===== src/cpu_settings.svh =====
`ifndef CPU_SETTINGS_SVH
`define CPU_SETTINGS_SVH

// datapath and address width
`define CPU_XLEN 32

// instruction memory size in words, loaded while reset is held
`define CPU_IMEM_DEPTH 64

// data memory size in words
`define CPU_DMEM_DEPTH 32

// architectural registers, x0 reads as zero
`define CPU_REG_COUNT 32

// first fetch address after reset
`define CPU_PC_RESET 32'h0000_0000

`endif


===== src/isa_pkg.sv =====
`include "cpu_settings.svh"

package isa_pkg;

    typedef logic [`CPU_XLEN-1:0] word_t;                     // one machine word
    typedef logic [$clog2(`CPU_REG_COUNT)-1:0] reg_addr_t;    // rs1, rs2, rd
    typedef logic [2:0] funct3_t;
    typedef logic [6:0] funct7_t;

    // major opcodes, only the supported subset
    typedef enum logic [6:0] {
        opc_op     = 7'b0110011,  // register-register alu
        opc_op_imm = 7'b0010011,  // register-immediate alu
        opc_load   = 7'b0000011,
        opc_store  = 7'b0100011,
        opc_branch = 7'b1100011,
        opc_jal    = 7'b1101111,
        opc_jalr   = 7'b1100111,
        opc_system = 7'b1110011   // ecall
    } opcode_t;

    // funct3 values for op and op_imm
    localparam funct3_t f3_add_sub = 3'b000;
    localparam funct3_t f3_slt     = 3'b010;
    localparam funct3_t f3_or      = 3'b110;
    localparam funct3_t f3_and     = 3'b111;

    // funct3 for memory, branch and system
    localparam funct3_t f3_word   = 3'b010; // lw / sw
    localparam funct3_t f3_beq    = 3'b000;
    localparam funct3_t f3_priv   = 3'b000; // ecall

    // funct7 for op, bit 5 picks sub
    localparam funct7_t f7_base = 7'b0000000;
    localparam funct7_t f7_sub  = 7'b0100000;

    // addi x0, x0, 0
    localparam word_t nop_instr = 32'h0000_0013;

endpackage


===== src/pipe_pkg.sv =====
`include "cpu_settings.svh"

package pipe_pkg;

    // alu operation, beq reuses sub for its zero test
    typedef enum logic [2:0] {
        alu_add = 3'd0,
        alu_sub = 3'd1,
        alu_and = 3'd2,
        alu_or  = 3'd3,
        alu_slt = 3'd4
    } alu_op_t;

    // source of the register write data
    typedef enum logic [1:0] {
        wb_alu       = 2'd0,
        wb_mem       = 2'd1,
        wb_pc_plus_4 = 2'd2  // jal / jalr link
    } wb_sel_t;

    // decoded control, all zero means no effect
    typedef struct packed {
        logic    rf_wr_en;    // already cleared for rd == x0
        alu_op_t alu_op;
        logic    alu_use_imm;
        logic    branch;      // beq
        logic    jump;        // jal or jalr
        logic    jalr;        // target from alu sum
        logic    mem_wr_en;   // sw
        wb_sel_t wb_sel;
        logic    halt;        // ecall
    } ctrl_t;

    // ==================================================================
    // stage registers
    // ==================================================================
    typedef struct packed {
        logic          valid;
        isa_pkg::word_t instr;
        isa_pkg::word_t pc;
    } if_id_t;

    typedef struct packed {
        logic              valid;
        ctrl_t             ctrl;
        isa_pkg::word_t    rs1_data;
        isa_pkg::word_t    rs2_data;
        isa_pkg::word_t    imm;
        isa_pkg::word_t    pc;
        isa_pkg::reg_addr_t rs1;
        isa_pkg::reg_addr_t rs2;
        isa_pkg::reg_addr_t rd;
    } id_ex_t;

    typedef struct packed {
        logic              valid;
        logic              rf_wr_en;
        logic              mem_wr_en;
        wb_sel_t           wb_sel;
        logic              halt;
        isa_pkg::word_t    alu_result;  // also the memory address
        isa_pkg::word_t    store_data;
        isa_pkg::reg_addr_t rd;
        isa_pkg::word_t    pc_plus_4;
    } ex_mem_t;

    typedef struct packed {
        logic              valid;
        logic              rf_wr_en;
        wb_sel_t           wb_sel;
        isa_pkg::word_t    alu_result;
        isa_pkg::word_t    mem_data;
        isa_pkg::reg_addr_t rd;
        isa_pkg::word_t    pc_plus_4;
        logic              halt;
    } mem_wb_t;

endpackage


===== src/rf_write_if.sv =====
`timescale 1ns/1ps

// one register file write result, used for forwarding and writeback
interface rf_write_if;

    logic               valid;  // real instruction, not a bubble
    logic               wr_en;  // writes rd, never x0
    isa_pkg::reg_addr_t rd;
    isa_pkg::word_t     data;

    modport source (
        output valid, wr_en, rd, data
    );

    modport sink (
        input valid, wr_en, rd, data
    );

endinterface


===== src/memory_stage.sv =====
`timescale 1ns/1ps
`include "cpu_settings.svh"

module memory_stage (
    input  logic              clk,
    input  logic              arst_n,
    input  pipe_pkg::ex_mem_t ex_mem,
    rf_write_if.source        mem_result,  // current stage, forwarded to execute
    rf_write_if.source        wb_result,   // registered, goes to the register file
    output logic              halt
);

    localparam int dmem_aw = $clog2(`CPU_DMEM_DEPTH);

    isa_pkg::word_t    dmem [`CPU_DMEM_DEPTH];
    isa_pkg::word_t    load_data;
    pipe_pkg::mem_wb_t mem_wb;
    logic              halt_q;

    function automatic isa_pkg::word_t wb_select(
        input pipe_pkg::wb_sel_t sel,
        input isa_pkg::word_t    alu,
        input isa_pkg::word_t    mem,
        input isa_pkg::word_t    link
    );
        case (sel)
            pipe_pkg::wb_mem:       return mem;
            pipe_pkg::wb_pc_plus_4: return link;
            default:                return alu;
        endcase
    endfunction

    // word-aligned data memory, async read
    always_ff @(posedge clk) begin
        if (ex_mem.valid && ex_mem.mem_wr_en)
            dmem[ex_mem.alu_result[dmem_aw+1:2]] <= ex_mem.store_data;
    end

    assign load_data = dmem[ex_mem.alu_result[dmem_aw+1:2]];

    assign mem_result.valid = ex_mem.valid;
    assign mem_result.wr_en = ex_mem.valid & ex_mem.rf_wr_en;
    assign mem_result.rd    = ex_mem.rd;
    assign mem_result.data  = wb_select(ex_mem.wb_sel, ex_mem.alu_result, load_data,
                                        ex_mem.pc_plus_4);

    always_ff @(posedge clk or negedge arst_n) begin
        if (!arst_n) begin
            mem_wb <= '0;
            halt_q <= 1'b0;
        end else begin
            mem_wb.valid      <= ex_mem.valid;
            mem_wb.rf_wr_en   <= ex_mem.rf_wr_en;
            mem_wb.wb_sel     <= ex_mem.wb_sel;
            mem_wb.alu_result <= ex_mem.alu_result;
            mem_wb.mem_data   <= load_data;
            mem_wb.rd         <= ex_mem.rd;
            mem_wb.pc_plus_4  <= ex_mem.pc_plus_4;
            mem_wb.halt       <= ex_mem.halt;
            if (mem_wb.valid && mem_wb.halt)
                halt_q <= 1'b1;     // held until reset
        end
    end

    assign wb_result.valid = mem_wb.valid;
    assign wb_result.wr_en = mem_wb.valid & mem_wb.rf_wr_en;
    assign wb_result.rd    = mem_wb.rd;
    assign wb_result.data  = wb_select(mem_wb.wb_sel, mem_wb.alu_result, mem_wb.mem_data,
                                       mem_wb.pc_plus_4);

    assign halt = halt_q | (mem_wb.valid & mem_wb.halt);   // ecall in writeback

endmodule


===== src/flat_wrapper.sv =====
// flat-port wrapper written by rule: the top's interface ports become plain ports
module memory_stage_flat 
  (clk, arst_n, ex_mem, halt, mem_result_valid, mem_result_wr_en, mem_result_rd, mem_result_data, wb_result_valid, wb_result_wr_en, wb_result_rd, wb_result_data);
  rf_write_if mem_result_i ();
  rf_write_if wb_result_i ();
  input  logic clk;
  input  logic arst_n;
  input  pipe_pkg::ex_mem_t ex_mem;
  output logic halt;
  output wire logic [$bits(mem_result_i.valid)-1:0] mem_result_valid;
  output wire logic [$bits(mem_result_i.wr_en)-1:0] mem_result_wr_en;
  output wire logic [$bits(mem_result_i.rd)-1:0] mem_result_rd;
  output wire logic [$bits(mem_result_i.data)-1:0] mem_result_data;
  output wire logic [$bits(wb_result_i.valid)-1:0] wb_result_valid;
  output wire logic [$bits(wb_result_i.wr_en)-1:0] wb_result_wr_en;
  output wire logic [$bits(wb_result_i.rd)-1:0] wb_result_rd;
  output wire logic [$bits(wb_result_i.data)-1:0] wb_result_data;
  assign mem_result_valid = mem_result_i.valid;
  assign mem_result_wr_en = mem_result_i.wr_en;
  assign mem_result_rd = mem_result_i.rd;
  assign mem_result_data = mem_result_i.data;
  assign wb_result_valid = wb_result_i.valid;
  assign wb_result_wr_en = wb_result_i.wr_en;
  assign wb_result_rd = wb_result_i.rd;
  assign wb_result_data = wb_result_i.data;
  memory_stage u_core (.clk(clk), .arst_n(arst_n), .ex_mem(ex_mem), .mem_result(mem_result_i), .wb_result(wb_result_i), .halt(halt));
endmodule

===== config.mk =====
export PLATFORM = sky130hd
export DESIGN_NAME = memory_stage_flat
export DESIGN_NICKNAME = d
export VERILOG_FILES = /design/src/isa_pkg.sv /design/src/pipe_pkg.sv /design/src/rf_write_if.sv /design/src/memory_stage.sv /design/src/flat_wrapper.sv
export VERILOG_INCLUDE_DIRS = /design/src /design/src/src
export SDC_FILE = /design/constraint.sdc
export NUM_CORES = 1
export LEC_CHECK = 0
export ABC_AREA = 0
export BUFFER_PORTS_ARGS = -buffer_cell sky130_fd_sc_hd__buf_4
export CORE_UTILIZATION = 50
export DETAILED_ROUTE_END_ITERATION = 8
export GPL_ROUTABILITY_DRIVEN = 0
export PLACE_DENSITY_LB_ADDON = 0.25
export SLEW_MARGIN = 20
export SYNTH_ARGS = -nofsm -noshare
export SYNTH_HDL_FRONTEND = slang
export SYNTH_SLANG_ARGS = --single-unit

===== constraint.sdc =====
create_clock -name clk -period 3.95 [get_ports clk]
set_input_delay 0.395 -clock clk [delete_from_list [all_inputs] [get_ports clk]]
set_output_delay 0.395 -clock clk [all_outputs]
set_load 0.01 [all_outputs]

======== After elaboration in Yosys (flattened, before gate mapping) ========
Memories as Yosys holds them, arrays and structs flattened.
Index checks and enable logic that the tools add are counted.
cells by class
  mux-type cells .......................... 4
  reduce and logical (&&, ||, !) cells .... 2
  bitwise operators ....................... 4
  eq/ne operators ......................... 4
operator list
  kind                                                                    number
  32-bit case mux with 2 select lines                                     2
  2-bit by 1-bit equality test with 1-bit output (second input constant)  2
  2-bit equality test (second input constant)                             2
  1-bit bitwise AND                                                       3
  1-bit logical AND                                                       2
  1-bit 2-to-1 mux                                                        2
  1-bit OR                                                                1
storage, ports and cells
  output and inout bits ................... 79
  memories ................................ 1
  memory bits (writable) .................. 1024
  bits in registers ....................... 107
  logic and storage cells ................. 24
memories
  memory       depth  width  read ports  clocked after memory_dff  wr ports  line                text
  u_core.dmem  32     32     1           0                         1         memory_stage.sv:15  isa_pkg::word_t dmem [`CPU_DMEM_DEPTH];

======== Logic depth before layout (Yosys ltp) ========
Gate-level depths: netlist (run 1).
  depth in word-level cells ............... 3
  depth in mapped cells ................... 9
  gate-level depth less buffers ........... 5

======== Least setup slack after synthesis (run 1) ========
Ideal clock, no wire load.
  path kind ............................... input to register
  from .................................... input ex_mem[72] (netlist bit)
  to ...................................... memory u_core.dmem[24][0] (netlist bit), enable pin
  cell stages on the path ................. 6
  path slack .............................. -111 ps
  arrival time ............................ 3600 ps
  cell sequence ........................... clkbuf_1 buf_2 buf_2 or3_1 clkbuf_1 nor3_1
RTL lines
  element          line                text
  start, declared  flat_wrapper.sv:8   input pipe_pkg::ex_mem_t ex_mem;
  end, declared    memory_stage.sv:15
Straight into the memory's write port.

======== Final worst setup path (run 1) ========
  from .................................... input ex_mem[74] (netlist bit)
  to ...................................... output mem_result_data[8]
on the way
  longest elaborated chain between the ends .. 2
RTL lines
  element                              line                text
  memory read 32 x 32 bit              --
  net u_core.load_data[8]              memory_stage.sv:16  isa_pkg::word_t load_data;
  32-bit case mux with 2 select lines  memory_stage.sv:26  case (sel)
  end, declared                        flat_wrapper.sv:13  output wire logic [$bits(mem_result_i.data)-1:0] mem_result_data;
The timed path passes the listed nets, and every way through them passes these cells.

==> results of run 1 <==
[layout by cell type (no fill, tap or decap), types with 30 or more instances in the layout]
master / netlist / final
edfxtp_1: 1024 / 1024
mux2i_1: 512 / 512
buf_4: 32 / 278
o22ai_1: 226 / 226
clkbuf_16: 0 / 112
dfrtp_1: 107 / 107
dlygate4sd3_1: 0 / 73
nor4_1: 60 / 59
nand2_1: 39 / 39
buf_12: 0 / 37
a21o_1: 33 / 33
a22oi_1: 32 / 32
o21ai_0: 32 / 32
a22o_1: 31 / 31
o22ai_2: 30 / 30
nand2_2: 30 / 30
[flip-flops by register name, indices dropped and copies added (netlist names)]
| signal | cells |
|---|---|
| u_core.mem_wb | 100 |
| u_core.dmem | 1024 |
| u_core.halt_q | 1 |
| u_core.wb_result.rd | 5 |
| u_core.wb_result.valid | 1 |
[critical path: stages]
cell           delay (ns)
dlygate4sd3_1        0.56
buf_4                0.32
nand4bb_2            0.43
buf_4                0.31
buf_4                0.16
o22ai_1              0.08
nor4_1               0.53
buf_4                0.26
nand2_2              0.08
a21o_1               0.21
buf_4                0.14
[kinds of logic (layout without fill, tap and decap cells)]
family	count (synthesis)	in the layout
DFF	1131	1131
AOI/OAI and AO/OA	385	385
muxes	512	512
and+or+nand+nor	197	197
buffers and inverters	165	591
adders and majority gates	4	4
[routing by layer]
layer  global-route usage (%)  routed length, um
met4                    7.317               2454
met1                    34.44              46090
met2                    41.55              53640
met3                    5.649              10840
met5                        0                 27
[worst paths after layout]
path	to	depth (start not counted)	start	slack, ns
setup / recovery	mem_result_data[8]	11	ex_mem[74]	0.03
hold / removal	u_core.mem_wb[74]	1	ex_mem[73]	0.06
setup reg to reg	u_core.mem_wb[65]	4	u_core.dmem[9][27]	2.16
hold reg to reg	u_core.halt_q	1	u_core.halt_q	0.48
max in group asynchronous	u_core.mem_wb[4]	3	arst_n	2.82
min in group asynchronous	u_core.mem_wb[95]	2	arst_n	0.28
[where the power goes]
part           switching [mW]  internal, mW  total [mW]
registers              0.0443          13.2        13.3
logic                   0.949         0.624        1.57
clock network            4.28          5.87        10.2
[stage by stage]
step / power (mW) / hold WS [ns]
after floorplan: 14.24 / 0.09941
after global placement: 14.95 / 0.4290
after detailed placement: 14.99 / 0.4260
after CTS: 25.09 / 0.02913
after global routing: 25.65 / 0.05629
final: 24.98 / 0.05615
[layout make-up]
cell class | instances | area (um^2) | area share [%]
multi-input cells | 1098 | 9366 | 18.25
flip-flops and latches | 1131 | 33430 | 65.13
clock inverters | 62 | 553.0 | 1.077
well taps | 1144 | 1431 | 2.789
clock buffers | 136 | 2960 | 5.768
repair buffers | 389 | 3573 | 6.962
inverters | 4 | 15.01 | 0.02925
[what timing repair did]
item	CTS	global route
buffers inserted	0	0
gates resized for setup	0	1
hold buffers	73	0
hold endpoints to repair	117	0
endpoints found under the setup margin	0	1
==> impl.org, run 1 <==
** Worst setup path
- Of all nets on the critical path, the largest fanout is 26.
- Data arrival time of the critical path :: 3.52 ns
- The critical path is of the primary input to output port type.
- Nature of the critical path endpoint :: output port
- The worst setup path is launched from a primary input.
- At the worst endpoint, the required time is 3.56 ns.

** Place
- Post-DP HPWL :: 64730 um
- OpenSTA, run right after detailed placement, puts the worst setup slack at 0.5172 ns.
- Including well taps, the total number of placed cells is 3693.
- Instance area after placement :: 0.04708 mm^2
- Quantity of I/O buffers inserted on ports :: 187

** Global routing
- The via count of the first global-routing pass is 23734.
- Global routing finished with a remaining overflow of 0.
- Initial antenna violation count :: 2
- Entering global routing, the biggest net connects 65 pins.
- GRT Util Overall :: 25.46%
- The first global-routing pass estimated 159000 um of wire.

** Yosys
- Register area share after synthesis :: 76.99%
- Synth area leaders :: edfxtp_1 (71%), mux2i_1 (12%), dfrtp_1 (6.2%), o22ai_1 (3.3%), buf_2 (0.99%)
- Synthesized netlist net count :: 2507
- The share of synthesized area in the top cell type comes to 70.82%.
- In this run the cell area of the synthesized design comes to 0.04342 mm^2.
- During synthesis, Yosys emitted a total of 0 warnings.
- Number of synthesized flops with an enable pin :: 1024
- Counting instances in the post-synthesis netlist gives the leading cell types as edfxtp_1 (1024), mux2i_1 (512), o22ai_1 (226).
- Most frequent cell after synthesis :: edfxtp_1
- In the synthesized netlist the async set-or-reset flop fraction comes to 9.461%.
- Syn Area/Cell :: 18.14 um^2
- Post-Synthesis Cells :: 2394
- Synth Area in XOR/XNOR :: 0%
- The synthesized netlist devotes 2.695% of its cell area to simple gates.
- After synthesis, the largest family of logic cells by area is multiplexers.
- Most used flip-flop cell after synthesis :: edfxtp_1
- Fraction of the mapped netlist area in adder cells :: 0.1153%
- Distinct cell type count after synthesis :: 36
- The synthesized netlist devotes 6.262% of its cell area to compound gates.
- Counting flops and latches in the post-synthesis netlist gives 1131.
- Measured against the total synthesized area, the mux share comes to 11.80%.
- edfxtp_1 takes more of the synthesized area than any other cell.

** Drt
- Pre-antenna DRT Iters :: 7
- Number of DRC markers in iteration 0 :: 2307
- Final routed wirelength across all metal layers :: 113100 um
- In this run the remaining antenna-violating nets after routing total 0.
- Post-route DRC :: 0
- The detailed router placed 23933 vias in this run.
- Average wire per standard cell :: 28.52 um
- Average via count per standard cell :: 6.038

** Layout
- In the final layout, the share of cells above drive strength 1 is 20.92%.
- 0 antenna diodes ended up in the layout.
- Cells fill 60.00% of the core in the end.
- Area added between synthesis and finish :: 18.22%
- Final design area excluding fillers :: 0.05133 mm^2
- Filler instances :: 6056
- Post-Layout Cell Count :: 3964
- For this run, the post-layout net count is 2844.

** Timing
- Final hold violation count :: 0
- Aggregate negative setup slack :: 0 ns
- Dividing the final minimum period by the clock period gives 99.12%.
- Setup violations remaining at the end of the flow were counted as 0.
- Least-Margin Pin Slew :: 1.166 ns
- Smallest setup slack after layout :: 0.03493 ns
- The routed design could run at a clock period as short as 3.915 ns.
- The number of max-slew violations in the final report was 0.
- Slew Limit Headroom :: 22.06%
- Setup repair after global routing left no endpoint under its margin.
- For the final database, setup skew stands at 0.02923 ns.
- Maximum operating frequency :: 255.4 MHz

** Die
- Die X :: 296.7 um
- 188 I/O pins were placed.
- Number of placement rows :: 107
- The die covers 0.08802 mm^2.
- Die span in y :: 296.7 um
- Starting Density :: 50.75%
- The floorplan step defined a core boundary enclosing 0.08555 mm^2.

** Run status
- Result of the run :: finished, final reports clean

** CTS
- For the worst-skew pair, the clock arrives at the later sink with an insertion delay of 0.68 ns.
- Counting every sink on the clock net gives 1131.
- CTS buffer count :: 107
- Clock-pin slew was measured on the worst setup and hold paths at 0.06 ns.
- Maximum clock path buffer count :: 3
- H-Tree Depth :: 3
- CTS tree :: done
- The tree is rooted in a clkbuf_16.

** Pwr
- Power spread over the standard cell area amounts to 486.7 mW/mm^2.
- Leakage power total :: 18.64 nW
- The worst-case IR drop observed on VDD is 374.5 uV.

** Job
- The tool flagged a number of max-cap violations equal to 0.

** Hold path
- Classification of the worst-slack hold path :: primary input to register
Note: power is estimated with default switching activity, not from simulation.
==> run 2: changes to the inputs <==
--- a/config.mk
+++ b/config.mk
@@ -8,7 +8,7 @@
 export LEC_CHECK = 0
 export ABC_AREA = 0
 export BUFFER_PORTS_ARGS = -buffer_cell sky130_fd_sc_hd__buf_4
-export CORE_UTILIZATION = 50
+export CORE_UTILIZATION = 60
 export DETAILED_ROUTE_END_ITERATION = 8
 export GPL_ROUTABILITY_DRIVEN = 0
 export PLACE_DENSITY_LB_ADDON = 0.25
==> constraint.sdc (replaced) <==
create_clock -name clk -period 4.95 [get_ports clk]
set_input_delay 0.495 -clock clk [delete_from_list [all_inputs] [get_ports clk]]
set_output_delay 0.495 -clock clk [all_outputs]
set_load 0.01 [all_outputs]
==> impl.org, run 2 (same netlist as run 1, synthesis figures left out) <==
** Die
- The area of the die was 0.07344 mm^2 (-17%).
- Number of placement rows :: 98 (-8.4%)
- Die span in y :: 271 um (-8.7%)
- The top-level port count was 188 (unchanged).
- Die X :: 271 um (-8.7%)
- The area of the core was 0.07149 mm^2 (-16%).
- Starting Density :: 60.73% (+10 points)

** Job
- The max-cap check violation count came to 0 (unchanged).

** Pwr
- Internal power :: 15.73 mW (-20%)
- The total power was 19.93 mW (-20%).
- Maximum resistive drop on vdd :: 248.0 uV (-34%)
- Power Density :: 394.5 mW/mm^2 (-19%)
- Leakage power total :: 18.32 nW (-1.7%)
- Fraction of power spent switching nets :: 21.04% (-0.066 points)
- Share of power burned in the clock network :: 40.8% (+0.2 points)
- The combinational fraction of design power was 6.1% (-0.2 points).
- Sequential group share of total power :: 53.1% (about the same)
- Net switching power figure :: 4.192 mW (-20%)

** Worst setup path
- Critical path's top delay family :: buffers and inverters
- The startpoint identified for the worst register-to-register timing path is u_core.dmem[9][27].
- The worst setup path is of the primary input to output port kind.
- Data arrival time of the critical path :: 3.33 ns (-0.19 ns)
- Stage delay of the slowest cell on the critical path :: 0.68 ns (+0.12 ns)
- The cell that appears most often on the critical path is buf_4.
- The slowest stage of the critical path is the buf_8 cell.
- Walking the worst path, the cells encountered are buf_8 > buf_4 > mux2i_1 > o22ai_1 > nor4_1 > nand2_2 > a21o_1 > buf_4.
- The number of cells on the worst reg-to-reg path is 4 (unchanged).
- The worst setup path is launched from a primary input.
- Endpoint required time on the critical path :: 4.45 ns (+0.89 ns)
- R2R Setup Slk :: 3.24 ns (+1.08 ns)
- In this run the worst setup path begins at ex_mem[72].
- The largest driver fanout on the critical path came to 96 (+270%).
- Endpoint of the worst register-to-register path :: u_core.mem_wb[65]
- Buffers and inverters on the worst path :: 3 (-3)
- The worst setup path is captured at an output port.

** Drt
- Number of vias in the routed layout :: 24683 (+3.1%)
- Number of DRC markers in iteration 0 :: 3347 (+45%)
- The number of optimization iterations in the first detailed-route pass came to 9 (+2).
- Antenna Nets Post-Route :: 0 (unchanged)
- The remaining routing DRC violations was 0 (unchanged).
- Final routed wirelength across all metal layers :: 114100 um (+0.91%)
- The mean routed wirelength per cell is 30.65 um (+7.5%).
- Average via count per standard cell :: 6.632 (+9.8%)

** Timing
- The aggregate negative setup slack came to 0 ns (unchanged).
- Least-Margin Pin Slew :: 1.182 ns (+0.01523 ns)
- Of the available clock period, the critical path in the final layout requires 77.35%.
- The setup clock skew after layout is 0.02364 ns (-0.005594 ns).
- Maximum operating frequency :: 261.2 MHz
- Setup repair after global routing left no endpoint under its margin.
- Final hold violation count :: 0 (unchanged)
- The max-slew headroom at the worst pin is 21.23% (-0.83 points).
- Final setup violation count :: 0 (unchanged)
- Final-report max-slew violation count :: 0 (unchanged)
- Hold Slack :: 0.1237 ns (+0.06755 ns)
- The worst path setup slack after routing was 1.121 ns (+1.086 ns).
- Time the final worst path needs with I/O delays and setup :: 3.829 ns

** Global routing
- Wire length of the first global-routing pass :: 160900 um (+1.2%)
- The total global routing overflow was 0 (unchanged).
- The initial antenna violation count came to 6 (+4).
- The via count of the first global-routing pass was 23816 (+0.35%).
- The maximum number of pins on one net before global-route repair was 97 (+49%).
- GRT Util Overall :: 30.64% (+5.2 points)

** CTS
- TritonCTS built the clock tree.
- The count of clock tree sinks is 1131 (unchanged).
- CTS buffer count :: 106 (-0.93%)
- The clock latency on the worst-skew pair was 0.66 ns (-0.02 ns).
- The post-CTS setup buffer count came to 0 (unchanged).
- The root buffer cell chosen for the clock tree is clkbuf_16.
- H-Tree Depth :: 3 (unchanged)
- Maximum clock path buffer count :: 3 (unchanged)
- The clock-pin slew on the worst setup and hold paths came to 0.06 ns (about the same).

** Layout
- The fill cell instance count of the final layout is 4194 (-31%).
- Final core area utilization :: 70.65% (+11 points)
- Area added between synthesis and finish :: 16.32%
- Final design area excluding fillers :: 0.05050 mm^2 (-1.6%)
- Net count reported at finish :: 2791 (-1.9%)
- The number of flip-flops in the largest register came to 1024 (unchanged).
- Fraction of final layout cells sized beyond drive strength 1 :: 19.43% (-1.5 points)
- Most common cell after layout, fill and taps aside :: edfxtp_1
- Top library cells by usage in the layout, fill and taps aside :: edfxtp_1 (1024), mux2i_1 (512), buf_4 (241), o22ai_1 (226), clkbuf_16 (109)
- Post-Layout Cell Count :: 3722 (-6.1%)

** Place
- Post-placement cell count :: 3449 (-6.6%)
- The detailed placer's ending HPWL was 60460 um (-6.6%).
- The area of placed instances came to 0.04628 mm^2 (-1.7%).
- Quantity of I/O buffers inserted on ports :: 187 (unchanged)
- Post-Place Worst Slack :: 1.252 ns (+0.7343 ns)

** Hold path
- The worst hold path begins at ex_mem[71].
- Worst hold endpoint :: u_core.mem_wb[72]
- WHS Path Cells :: 1 (unchanged)
- The worst hold path belongs to the class primary input to register.

** Run status
- The flow ran to the end, and the final reports show no timing, DRC or antenna violations.
[run 2: cell count changes in the layout (fill, tap and decap cells not counted), moves of 4 or more]
cell,change
buf_12,-13
buf_4,-37
clkbuf_1,+7
clkinv_1,-4
[run 2: cell type report]
cell class	count	area [um^2]	area share, %
flip-flops and latches	1131	33430	66.19
multi-input cells	1098	9341	18.50
repair buffers	337	3033	6.006
clock buffers	137	2883	5.708
well taps	950	1189	2.354
clock inverters	62	606.8	1.202
inverters	4	15.01	0.02973
diodes	3	7.507	0.01487
[run 2: worst max path at each step]
stage / to / slack (ns) / cells past startpoint
floorplan: u_core.dmem[24][0] / 0.79 / 6
global placement: mem_result_data[25] / 1.24 / 8
detailed placement: mem_result_data[22] / 1.25 / 8
CTS: mem_result_data[23] / 1.19 / 8
global route: mem_result_data[25] / 1.08 / 8
finish: mem_result_data[27] / 1.12 / 8
[run 2: timing repair]
action / in CTS / in global routing
gates resized for setup: 0 / 0
endpoints found under the hold margin: 120 / 0
hold buffers: 70 / 0
[run 2: power by group through the flow]
| stage | Sequential (mW) | Clock (mW) | Combinational (mW) |
|---|---|---|---|
| after detailed placement | 10.8 | 0 | 1.14 |
| after global routing | 10.6 | 8.53 | 1.28 |
| after floorplan | 10.8 | 0 | 0.593 |
| after CTS | 10.6 | 8.16 | 1.19 |
| after global placement | 10.8 | 0 | 1.11 |
| final | 10.6 | 8.13 | 1.22 |
[run 2: routing by layer]
layer / global-route usage, % / up-vias / share of wire [%]
met5: 0 / - / 0.0079
met4: 10.53 / 2 / 3.0
met3: 5.423 / 254 / 12
met2: 47.83 / 1699 / 47
met1: 43.97 / 12517 / 39
li1: - / 10211 / -
